## config.mk

```make
export PLATFORM = sky130hd
export DESIGN_NAME = spi_flash_top
export DESIGN_NICKNAME = d
export VERILOG_FILES = /design/src/verilog/spi_flash_pkg.sv /design/src/verilog/flash_req_if.sv /design/src/verilog/spi_flash_top.sv /design/src/verilog/spi_flash_shifter.sv /design/src/verilog/flash_req_arbiter.sv /design/src/verilog/cache_read_port.sv /design/src/verilog/flash_regs.sv
export SDC_FILE = /design/constraint.sdc
export NUM_CORES = 1
export LEC_CHECK = 0
export BUFFER_PORTS_ARGS = -buffer_cell sky130_fd_sc_hd__buf_2
export CAP_MARGIN = 20
export CORE_UTILIZATION = 60
export CTS_CLUSTER_DIAMETER = 200
export CTS_CLUSTER_SIZE = 10
export DETAILED_ROUTE_END_ITERATION = 16
export PLACE_DENSITY = 0.9
export SLEW_MARGIN = 20
export SYNTH_ARGS = -nofsm -noshare
export SYNTH_HDL_FRONTEND = slang
export SYNTH_SLANG_ARGS = --single-unit
```

## constraint.sdc

```tcl
create_clock -name clk -period 6.8 [get_ports clk]
set_input_delay 0.68 -clock clk [delete_from_list [all_inputs] [get_ports clk]]
set_output_delay 0.68 -clock clk [all_outputs]
set_load 0.005 [all_outputs]
```

## src/verilog/spi_flash_pkg.sv

```systemverilog
package spi_flash_pkg;

  // Flash opcodes, single line only
  typedef enum logic [7:0] {
    OP_PROGRAM   = 8'h02,
    OP_READ      = 8'h03,
    OP_WREN      = 8'h06,
    OP_FAST_READ = 8'h0B,
    OP_READ_ID   = 8'h9F
  } flash_op_e;

  typedef enum logic [2:0] {
    S_IDLE,
    S_OPCODE,
    S_ADDR,
    S_DUMMY,
    S_DATA,
    S_DONE
  } shift_state_e;

  localparam int ADDR_W             = 24;
  localparam int DATA_W             = 32;
  localparam int NBITS_W            = 6;
  localparam int CLKS_PER_HALF_SCLK = 2;
  localparam int FAST_READ_DUMMY    = 8; // SCLK cycles

  localparam logic [2:0] REG_CMD    = 3'd0;
  localparam logic [2:0] REG_ADDR   = 3'd1;
  localparam logic [2:0] REG_WDATA  = 3'd2;
  localparam logic [2:0] REG_RDATA  = 3'd3;
  localparam logic [2:0] REG_STATUS = 3'd4;

  // Arbiter grant codes
  localparam logic [1:0] GNT_NONE  = 2'd0;
  localparam logic [1:0] GNT_REG   = 2'd1;
  localparam logic [1:0] GNT_CACHE = 2'd2;

endpackage
```

## src/verilog/flash_req_if.sv

```systemverilog
`timescale 1ns/10ps

interface flash_req_if import spi_flash_pkg::*; ();

  logic               req;
  logic               ack;
  flash_op_e          op;
  logic [ADDR_W-1:0]  addr;
  logic [NBITS_W-1:0] nbits; // Data phase length in bits
  logic [DATA_W-1:0]  wdata;
  logic [DATA_W-1:0]  rdata; // Right aligned, valid with ack

  modport client (
    output req, op, addr, nbits, wdata,
    input  ack, rdata
  );

  modport server (
    input  req, op, addr, nbits, wdata,
    output ack, rdata
  );

endinterface

```

## src/verilog/spi_flash_top.sv

```systemverilog
`timescale 1ns/10ps

module spi_flash_top import spi_flash_pkg::*; (
  input  logic              clk,
  input  logic              rst,
  input  logic              reg_wr,
  input  logic              reg_rd,
  input  logic [2:0]        reg_idx,
  input  logic [DATA_W-1:0] reg_wdata,
  output logic [DATA_W-1:0] reg_rdata,
  input  logic              cache_req,
  input  logic [ADDR_W-1:0] cache_addr,
  output logic              cache_ack,
  output logic [DATA_W-1:0] cache_rdata,
  output logic              sclk,
  output logic              ss_n,
  output logic              mosi,
  input  logic              miso
);

  flash_req_if reg_ch ();
  flash_req_if cache_ch ();
  flash_req_if spi_ch ();

  flash_regs regs0 (
    .clk       (clk),
    .rst       (rst),
    .reg_wr    (reg_wr),
    .reg_rd    (reg_rd),
    .reg_idx   (reg_idx),
    .reg_wdata (reg_wdata),
    .reg_rdata (reg_rdata),
    .ch        (reg_ch.client)
  );

  cache_read_port cport0 (
    .clk         (clk),
    .rst         (rst),
    .cache_req   (cache_req),
    .cache_addr  (cache_addr),
    .cache_ack   (cache_ack),
    .cache_rdata (cache_rdata),
    .ch          (cache_ch.client)
  );

  flash_req_arbiter arb0 (
    .clk      (clk),
    .rst      (rst),
    .reg_ch   (reg_ch.server),
    .cache_ch (cache_ch.server),
    .spi_ch   (spi_ch.client)
  );

  spi_flash_shifter shift0 (
    .clk  (clk),
    .rst  (rst),
    .ch   (spi_ch.server),
    .sclk (sclk),
    .ss_n (ss_n),
    .mosi (mosi),
    .miso (miso)
  );

endmodule

```

## src/verilog/spi_flash_shifter.sv

```systemverilog
`timescale 1ns/10ps

module spi_flash_shifter import spi_flash_pkg::*; (
  input  logic        clk,
  input  logic        rst,
  flash_req_if.server ch,
  output logic        sclk,
  output logic        ss_n,
  output logic        mosi,
  input  logic        miso
);

  shift_state_e state;
  shift_state_e nxt;
  logic [$clog2(CLKS_PER_HALF_SCLK+1)-1:0] hcnt;
  logic [NBITS_W-1:0] bit_cnt;
  logic [NBITS_W-1:0] load_cnt;
  logic [DATA_W-1:0]  load_val;
  logic [DATA_W-1:0]  sh_q;
  logic [DATA_W-1:0]  rx_q;
  logic [DATA_W-1:0]  wdata_al;
  flash_op_e          op_q;
  logic [ADDR_W-1:0]  addr_q;
  logic [NBITS_W-1:0] nbits_q;
  logic [DATA_W-1:0]  wdata_q;
  logic has_addr, has_dummy, data_in, data_out;
  logic start, active, tick, rise, fall;

  // Frame shape from the opcode
  assign has_addr  = op_q inside {OP_READ, OP_FAST_READ, OP_PROGRAM};
  assign has_dummy = (op_q == OP_FAST_READ);
  assign data_in   = op_q inside {OP_READ, OP_FAST_READ, OP_READ_ID};
  assign data_out  = (op_q == OP_PROGRAM);

  assign start    = (state == S_IDLE) && ch.req && !ch.ack;
  assign active   = (state != S_IDLE) && (state != S_DONE);
  assign tick     = (hcnt == CLKS_PER_HALF_SCLK - 1);
  assign rise     = active && tick && !sclk;
  assign fall     = active && tick && sclk;
  assign wdata_al = wdata_q << (DATA_W - nbits_q); // MSB first
  assign ch.rdata = rx_q;

  // Phase that follows the current one and its first shift word
  always_comb begin
    case (state)
      S_OPCODE: nxt = has_addr ? S_ADDR : ((data_in || data_out) ? S_DATA : S_DONE);
      S_ADDR:   nxt = has_dummy ? S_DUMMY : S_DATA;
      S_DUMMY:  nxt = S_DATA;
      default:  nxt = S_DONE;
    endcase
    load_val = '0;
    load_cnt = '0;
    case (nxt)
      S_ADDR: begin
        load_val = {addr_q, {(DATA_W-ADDR_W){1'b0}}};
        load_cnt = NBITS_W'(ADDR_W - 1);
      end
      S_DUMMY: load_cnt = NBITS_W'(FAST_READ_DUMMY - 1);
      S_DATA: begin
        load_val = data_out ? wdata_al : '0;
        load_cnt = nbits_q - 1'b1;
      end
      default: ;
    endcase
  end

  always_ff @(posedge clk or posedge rst) begin
    if (rst) begin
      state   <= S_IDLE;
      hcnt    <= '0;
      bit_cnt <= '0;
      sclk    <= 1'b0;
      ss_n    <= 1'b1;
      mosi    <= 1'b0;
      ch.ack  <= 1'b0;
    end else begin
      case (state)
        S_IDLE: begin
          if (start) begin
            state   <= S_OPCODE;
            ss_n    <= 1'b0;
            mosi    <= ch.op[7]; // First bit set up before the first rise
            bit_cnt <= NBITS_W'(7);
            hcnt    <= '0;
          end
        end
        S_DONE: begin
          if (!ch.req) begin
            ch.ack <= 1'b0;
            state  <= S_IDLE;
          end
        end
        default: begin
          hcnt <= tick ? '0 : hcnt + 1'b1;
          if (tick)
            sclk <= ~sclk;
          if (fall) begin
            if (bit_cnt != 0) begin
              bit_cnt <= bit_cnt - 1'b1;
              mosi    <= sh_q[DATA_W-2];
            end else begin
              state   <= nxt;
              bit_cnt <= load_cnt;
              mosi    <= load_val[DATA_W-1];
              if (nxt == S_DONE) begin
                ss_n   <= 1'b1;
                ch.ack <= 1'b1;
              end
            end
          end
        end
      endcase
    end
  end

  always_ff @(posedge clk) begin
    if (start) begin
      op_q    <= ch.op;
      addr_q  <= ch.addr;
      nbits_q <= ch.nbits;
      wdata_q <= ch.wdata;
      sh_q    <= {ch.op, {(DATA_W-8){1'b0}}};
      rx_q    <= '0;
    end else if (fall) begin
      sh_q <= (bit_cnt != 0) ? (sh_q << 1) : load_val;
    end
    if (rise && (state == S_DATA) && data_in)
      rx_q <= {rx_q[DATA_W-2:0], miso}; // Sample on rising SCLK
  end

endmodule

```

## src/verilog/flash_req_arbiter.sv

```systemverilog
`timescale 1ns/10ps

module flash_req_arbiter import spi_flash_pkg::*; (
  input logic         clk,
  input logic         rst,
  flash_req_if.server reg_ch,
  flash_req_if.server cache_ch,
  flash_req_if.client spi_ch
);

  logic [1:0]        grant;
  logic              ack_q;
  logic [DATA_W-1:0] rdata_q;
  logic              spi_idle;

  assign spi_idle = !spi_ch.req && !spi_ch.ack;

  always_ff @(posedge clk or posedge rst) begin
    if (rst) begin
      grant <= GNT_NONE;
      ack_q <= 1'b0;
    end else begin
      ack_q <= spi_ch.ack;
      case (grant)
        GNT_NONE: begin
          if (spi_idle && cache_ch.req)
            grant <= GNT_CACHE; // Cache wins ties
          else if (spi_idle && reg_ch.req)
            grant <= GNT_REG;
        end
        GNT_REG: begin
          if (!reg_ch.req && !reg_ch.ack)
            grant <= GNT_NONE;
        end
        GNT_CACHE: begin
          if (!cache_ch.req && !cache_ch.ack)
            grant <= GNT_NONE;
        end
        default: grant <= GNT_NONE;
      endcase
    end
  end

  always_ff @(posedge clk) begin
    rdata_q <= spi_ch.rdata;
  end

  always_comb begin
    spi_ch.req   = 1'b0;
    spi_ch.op    = OP_READ;
    spi_ch.addr  = '0;
    spi_ch.nbits = '0;
    spi_ch.wdata = '0;
    if (grant == GNT_CACHE) begin
      spi_ch.req   = cache_ch.req;
      spi_ch.op    = cache_ch.op;
      spi_ch.addr  = cache_ch.addr;
      spi_ch.nbits = cache_ch.nbits;
      spi_ch.wdata = cache_ch.wdata;
    end else if (grant == GNT_REG) begin
      spi_ch.req   = reg_ch.req;
      spi_ch.op    = reg_ch.op;
      spi_ch.addr  = reg_ch.addr;
      spi_ch.nbits = reg_ch.nbits;
      spi_ch.wdata = reg_ch.wdata;
    end
  end

  assign reg_ch.ack     = (grant == GNT_REG) && ack_q;
  assign reg_ch.rdata   = (grant == GNT_REG) ? rdata_q : '0;
  assign cache_ch.ack   = (grant == GNT_CACHE) && ack_q;
  assign cache_ch.rdata = (grant == GNT_CACHE) ? rdata_q : '0;

endmodule

```

## src/verilog/cache_read_port.sv

```systemverilog
`timescale 1ns/10ps

module cache_read_port import spi_flash_pkg::*; (
  input  logic              clk,
  input  logic              rst,
  input  logic              cache_req,
  input  logic [ADDR_W-1:0] cache_addr,
  output logic              cache_ack,
  output logic [DATA_W-1:0] cache_rdata,
  flash_req_if.client       ch
);

  logic              req_q;
  logic              start;
  logic [ADDR_W-1:0] addr_q;
  logic [DATA_W-1:0] rdata_q;

  // New request only once the previous internal handshake has closed
  assign start = cache_req && !req_q && !ch.ack;

  always_ff @(posedge clk or posedge rst) begin
    if (rst)
      req_q <= 1'b0;
    else if (start)
      req_q <= 1'b1;
    else if (!cache_req)
      req_q <= 1'b0;
  end

  always_ff @(posedge clk) begin
    if (start)
      addr_q <= cache_addr;
    if (ch.ack)
      rdata_q <= ch.rdata;
  end

  assign ch.req   = req_q;
  assign ch.op    = OP_FAST_READ;
  assign ch.addr  = addr_q;
  assign ch.nbits = NBITS_W'(DATA_W); // Always a full word
  assign ch.wdata = '0;

  assign cache_ack   = ch.ack && req_q; // Drops a cycle after cache_req
  assign cache_rdata = ch.ack ? ch.rdata : rdata_q;

endmodule

```

## src/verilog/flash_regs.sv

```systemverilog
`timescale 1ns/10ps

module flash_regs import spi_flash_pkg::*; (
  input  logic              clk,
  input  logic              rst,
  input  logic              reg_wr,
  input  logic              reg_rd,
  input  logic [2:0]        reg_idx,
  input  logic [DATA_W-1:0] reg_wdata,
  output logic [DATA_W-1:0] reg_rdata,
  flash_req_if.client       ch
);

  flash_op_e          op_q;
  logic [NBITS_W-1:0] nbits_q;
  logic [ADDR_W-1:0]  addr_q;
  logic [DATA_W-1:0]  wdata_q;
  logic [DATA_W-1:0]  rdata_q;
  logic               busy;
  logic               done;
  logic               req_q;
  logic               wr_ok;
  logic               cmd_start;

  assign wr_ok     = reg_wr && !busy; // Fields stay frozen during a command
  assign cmd_start = wr_ok && (reg_idx == REG_CMD);

  always_ff @(posedge clk or posedge rst) begin
    if (rst) begin
      busy  <= 1'b0;
      done  <= 1'b0;
      req_q <= 1'b0;
    end else if (cmd_start) begin
      busy  <= 1'b1;
      done  <= 1'b0;
      req_q <= 1'b1;
    end else if (req_q && ch.ack) begin
      req_q <= 1'b0;
    end else if (busy && !req_q && !ch.ack) begin
      busy <= 1'b0; // Handshake fully closed
      done <= 1'b1;
    end
  end

  always_ff @(posedge clk) begin
    if (wr_ok) begin
      case (reg_idx)
        REG_CMD: begin
          op_q    <= flash_op_e'(reg_wdata[7:0]);
          nbits_q <= reg_wdata[13:8];
        end
        REG_ADDR:  addr_q  <= reg_wdata[ADDR_W-1:0];
        REG_WDATA: wdata_q <= reg_wdata;
        default: ;
      endcase
    end
    if (req_q && ch.ack)
      rdata_q <= ch.rdata;
  end

  assign ch.req   = req_q;
  assign ch.op    = op_q;
  assign ch.addr  = addr_q;
  assign ch.nbits = nbits_q;
  assign ch.wdata = wdata_q;

  // Read data is driven only while reg_rd is high
  always_comb begin
    reg_rdata = '0;
    if (reg_rd) begin
      case (reg_idx)
        REG_CMD:    reg_rdata = {18'd0, nbits_q, op_q};
        REG_ADDR:   reg_rdata = {{(DATA_W-ADDR_W){1'b0}}, addr_q};
        REG_WDATA:  reg_rdata = wdata_q;
        REG_RDATA:  reg_rdata = rdata_q;
        REG_STATUS: reg_rdata = {30'd0, done, busy};
        default:    reg_rdata = '0;
      endcase
    end
  end

endmodule

```

==> metrics.txt <==
outcome=completed; mux cell area share after synthesis=about 13%; Setup crit start kind=flip-flop; core area=25,100 sq um; layout cell share with drive strength beyond 1=between 20% and 30%; met1 Usage GRT=41.4%; Ports=133; Synth-to-Final Area Change=13.8%; FF-to-FF path depth=9; number of global-route vias before repair=10,500; Syn Nets=between 1,000 and 1,500; GR Util met2=48.8%; max_slew headroom=30.4%; CTS tree=built; Die W=162 um; Finish-stage setup viols=0; CTS Buf Count=40; XOR/XNOR Fraction of Synth Area=0.400%; Synth Area in Compound Gates=10.4%; commonest non-fill, non-tap cells in the layout=235 x edfxtp_1, 132 x buf_2, 111 x and2_1; die area=26,200 sq um; first-pass GRT wire length=approximately 60 mm; clock latency on the worst-skew pair=~0.54 ns; Vias=10,700; ANT cells=0; post_cts resized=0; Yosys top cell area share=46.0%; Distinct cells, synth=79; yosys warns=0; ys flop type=edfxtp_1; post-DP HPWL=26.9 mm; GRT overflow=0; skew final=0.0251 ns; initial detailed-routing violation count=1,276; Pwr Density=369 nW/um^2; vias per inst=between 6 and 7; Fin. Hold Viols=0; Max clock buf depth=3; reg-to-reg critical path endpoint=shift0.sh_q[28]; most common cell after layout, fill and taps aside=edfxtp_1; Final Critical Period=3.82 ns; Setup TNS=0 ns; htree depth=2; syn avg cell area=13.2 sq um; Overall Global Routing Usage=30.9%; worst r2r src=shift0.nbits_q[0]; Worst-path clk slew=0.07 ns; post-synthesis adder-cell area fraction=0.245%; Routed WL=about 40 mm; CP Max Fanout=41; number of fill cells=1,630; Max-cap violations=0; TritonRoute pass-1 iters=6; FF-to-FF setup slack=2.98 ns; Routed Antenna Nets=0; clk root buf=clkbuf_16; Port Buffers=between 100 and 150; CTS Hold Buffers Added=0; row count=58; Critical Path Sink Type=flip-flop; clock sink total=between 300 and 400; dominant cells by area after synthesis=edfxtp_1 46%, dfxtp_1 11%, mux4_2 5.3%; DRC Markers=0; RSZ-0062 raised after global routing=false; die height=162 um; Initial Util=approximately 61%; Simple-Gate Fraction of Synth Area=12.4%; antenna violations before repair=1; register area share after synthesis=roughly three fifths; GR peak layer=met2; WS Path Type=flip-flop to flip-flop; final period utilization=between 50% and 60%; Max VDD drop=0.335 mV; Syn Inst Count=1,163; fin nets=1,349; Synth async-reset ratio=6.38%; Avg WL per Cell=roughly 25 um; met3 Track Usage GR=6.97%; dominant combinational cell family by area after synthesis=multiplexers; Max Clock Freq=262 MHz; count of pins over their slew limit=0; leak pwr=6.56 nW; worst slew pin tran=between 1 and 1.5 ns; Critical Path End=shift0.sh_q[28]; WP data arrival=4.10 ns; Final Core Density=69.5%; synthesized area=15,300 sq um; largest net degree at the start of global routing=80; Hold Crit Class=input port to flip-flop; Crit path required time=7.08 ns; area leader, netlist=edfxtp_1; # Post-CTS Setup Buffers=0; FF+latch count, synth=345; number of synthesized flops with an enable pin=235; Final Wtd Congestion=1.00; crit path from=shift0.nbits_q[0]
==> kinds of logic after synthesis <==
family	Yosys count
xor gates and xnor gates	7
buffers and inverters	93
AOI/OAI and AO/OA	228
and+or+nand+nor	345
adders and majority gates	3
muxes	142
DFF	345
==> where the power goes <==
part / switching [mW] / internal [mW] / total [mW]
clock network: 0.833 / 1.13 / 1.96
registers: 0.227 / 2.66 / 2.89
logic: 0.928 / 0.666 / 1.59
total: 1.99 / 4.46 / 6.44
==> cell usage after synthesis, types with 5 or more instances <==
| library cell | number |
|---|---|
| o21a_1 | 5 |
| mux2_2 | 63 |
| nand3_1 | 16 |
| dfxtp_1 | 88 |
| edfxtp_1 | 235 |
| o211ai_1 | 7 |
| mux2i_1 | 42 |
| a31oi_1 | 7 |
| nor3_1 | 17 |
| a21oi_1 | 42 |
| o21ai_0 | 48 |
| a22oi_1 | 21 |
| o31a_1 | 7 |
| nor2_1 | 56 |
| inv_1 | 13 |
| buf_4 | 8 |
| nand2_1 | 61 |
| a32oi_1 | 5 |
| and2_1 | 111 |
| nor2b_1 | 24 |
| and3_1 | 5 |
| a21o_1 | 5 |
| o31ai_1 | 5 |
| mux4_2 | 36 |
| or3_1 | 9 |
| dfrtp_1 | 21 |
| a221oi_1 | 5 |
| buf_2 | 18 |
| o22ai_1 | 6 |
| a22o_1 | 28 |
| nand2b_1 | 6 |
| clkbuf_1 | 49 |
==> final cells by class <==
cell class                 instances  area [sq um]  share of cell area [%]
clock inverter                     3          53.8                   0.308
sequential                       345          9370                    53.7
inverter                          13          48.8                   0.280
timing repair buffer             156           841                    4.82
tap                              330           413                    2.37
clock buffer                      69          1130                    6.48
multi-input combinational        725          5590                    32.0
==> per-stage QoR <==
stage	setup WS, ns	power [mW]	cell area, sq um	hold WS, ns	std cells
finish	2.98	6.44	17400	0.317	1641
global route	2.73	6.67	17400	0.308	1641
CTS	2.98	6.42	17400	0.309	1641
detailed placement	2.99	4.46	16300	0.332	1569
global placement	3.09	4.39	16300	0.326	1569
floorplan	1.92	3.91	15300	0.323	1163
==> worst max-delay path: stages, from the launching register on <==
cell	delay, ns
edfxtp_1	0.32
buf_4	0.45
inv_1	0.43
ha_1	0.42
buf_4	0.45
mux2_2	0.44
mux4_2	0.49
a21oi_1	0.18
nor4_1	0.05
or3_1	0.32
==> worst min path at each step <==
stage                         from                 to  slack (ns)  depth (start not counted)
3_3_place_gp   shift0.ch.rdata[31]   arb0.rdata_q[31]        0.33                          0
6_report             cache_addr[1]  cport0.ch.addr[1]        0.32                          1
2_1_floorplan  shift0.ch.rdata[31]   arb0.rdata_q[31]        0.32                          0
3_5_place_dp   shift0.ch.rdata[31]   arb0.rdata_q[31]        0.33                          0
4_1_cts              cache_addr[1]  cport0.ch.addr[1]        0.31                          1
5_1_grt              cache_addr[1]  cport0.ch.addr[1]        0.31                          1
==> state kept, by name, indices dropped and copies added (netlist names), 2 cells and up <==
signal           count
arb0.rdata_q        32
cport0.rdata_q      32
regs0.ch.wdata      32
regs0.rdata_q       32
shift0.ch.rdata     32
shift0.wdata_q      32
shift0.sh_q         31
cport0.ch.addr      24
regs0.ch.addr       24
shift0.addr_q       24
regs0.ch.op          8
shift0.op_q          8
regs0.ch.nbits       6
shift0.bit_cnt       6
shift0.nbits_q       6
shift0.state         3
arb0.grant           2
shift0.hcnt          2
==> routing by layer <==
metal  up-vias  wire length (um)
met5         -                10
met4         2              1710
met1      5257             15500
met3       114              4060
li1       4629                 -
met2       657             19000
Note: power is estimated with default switching activity, not from simulation.
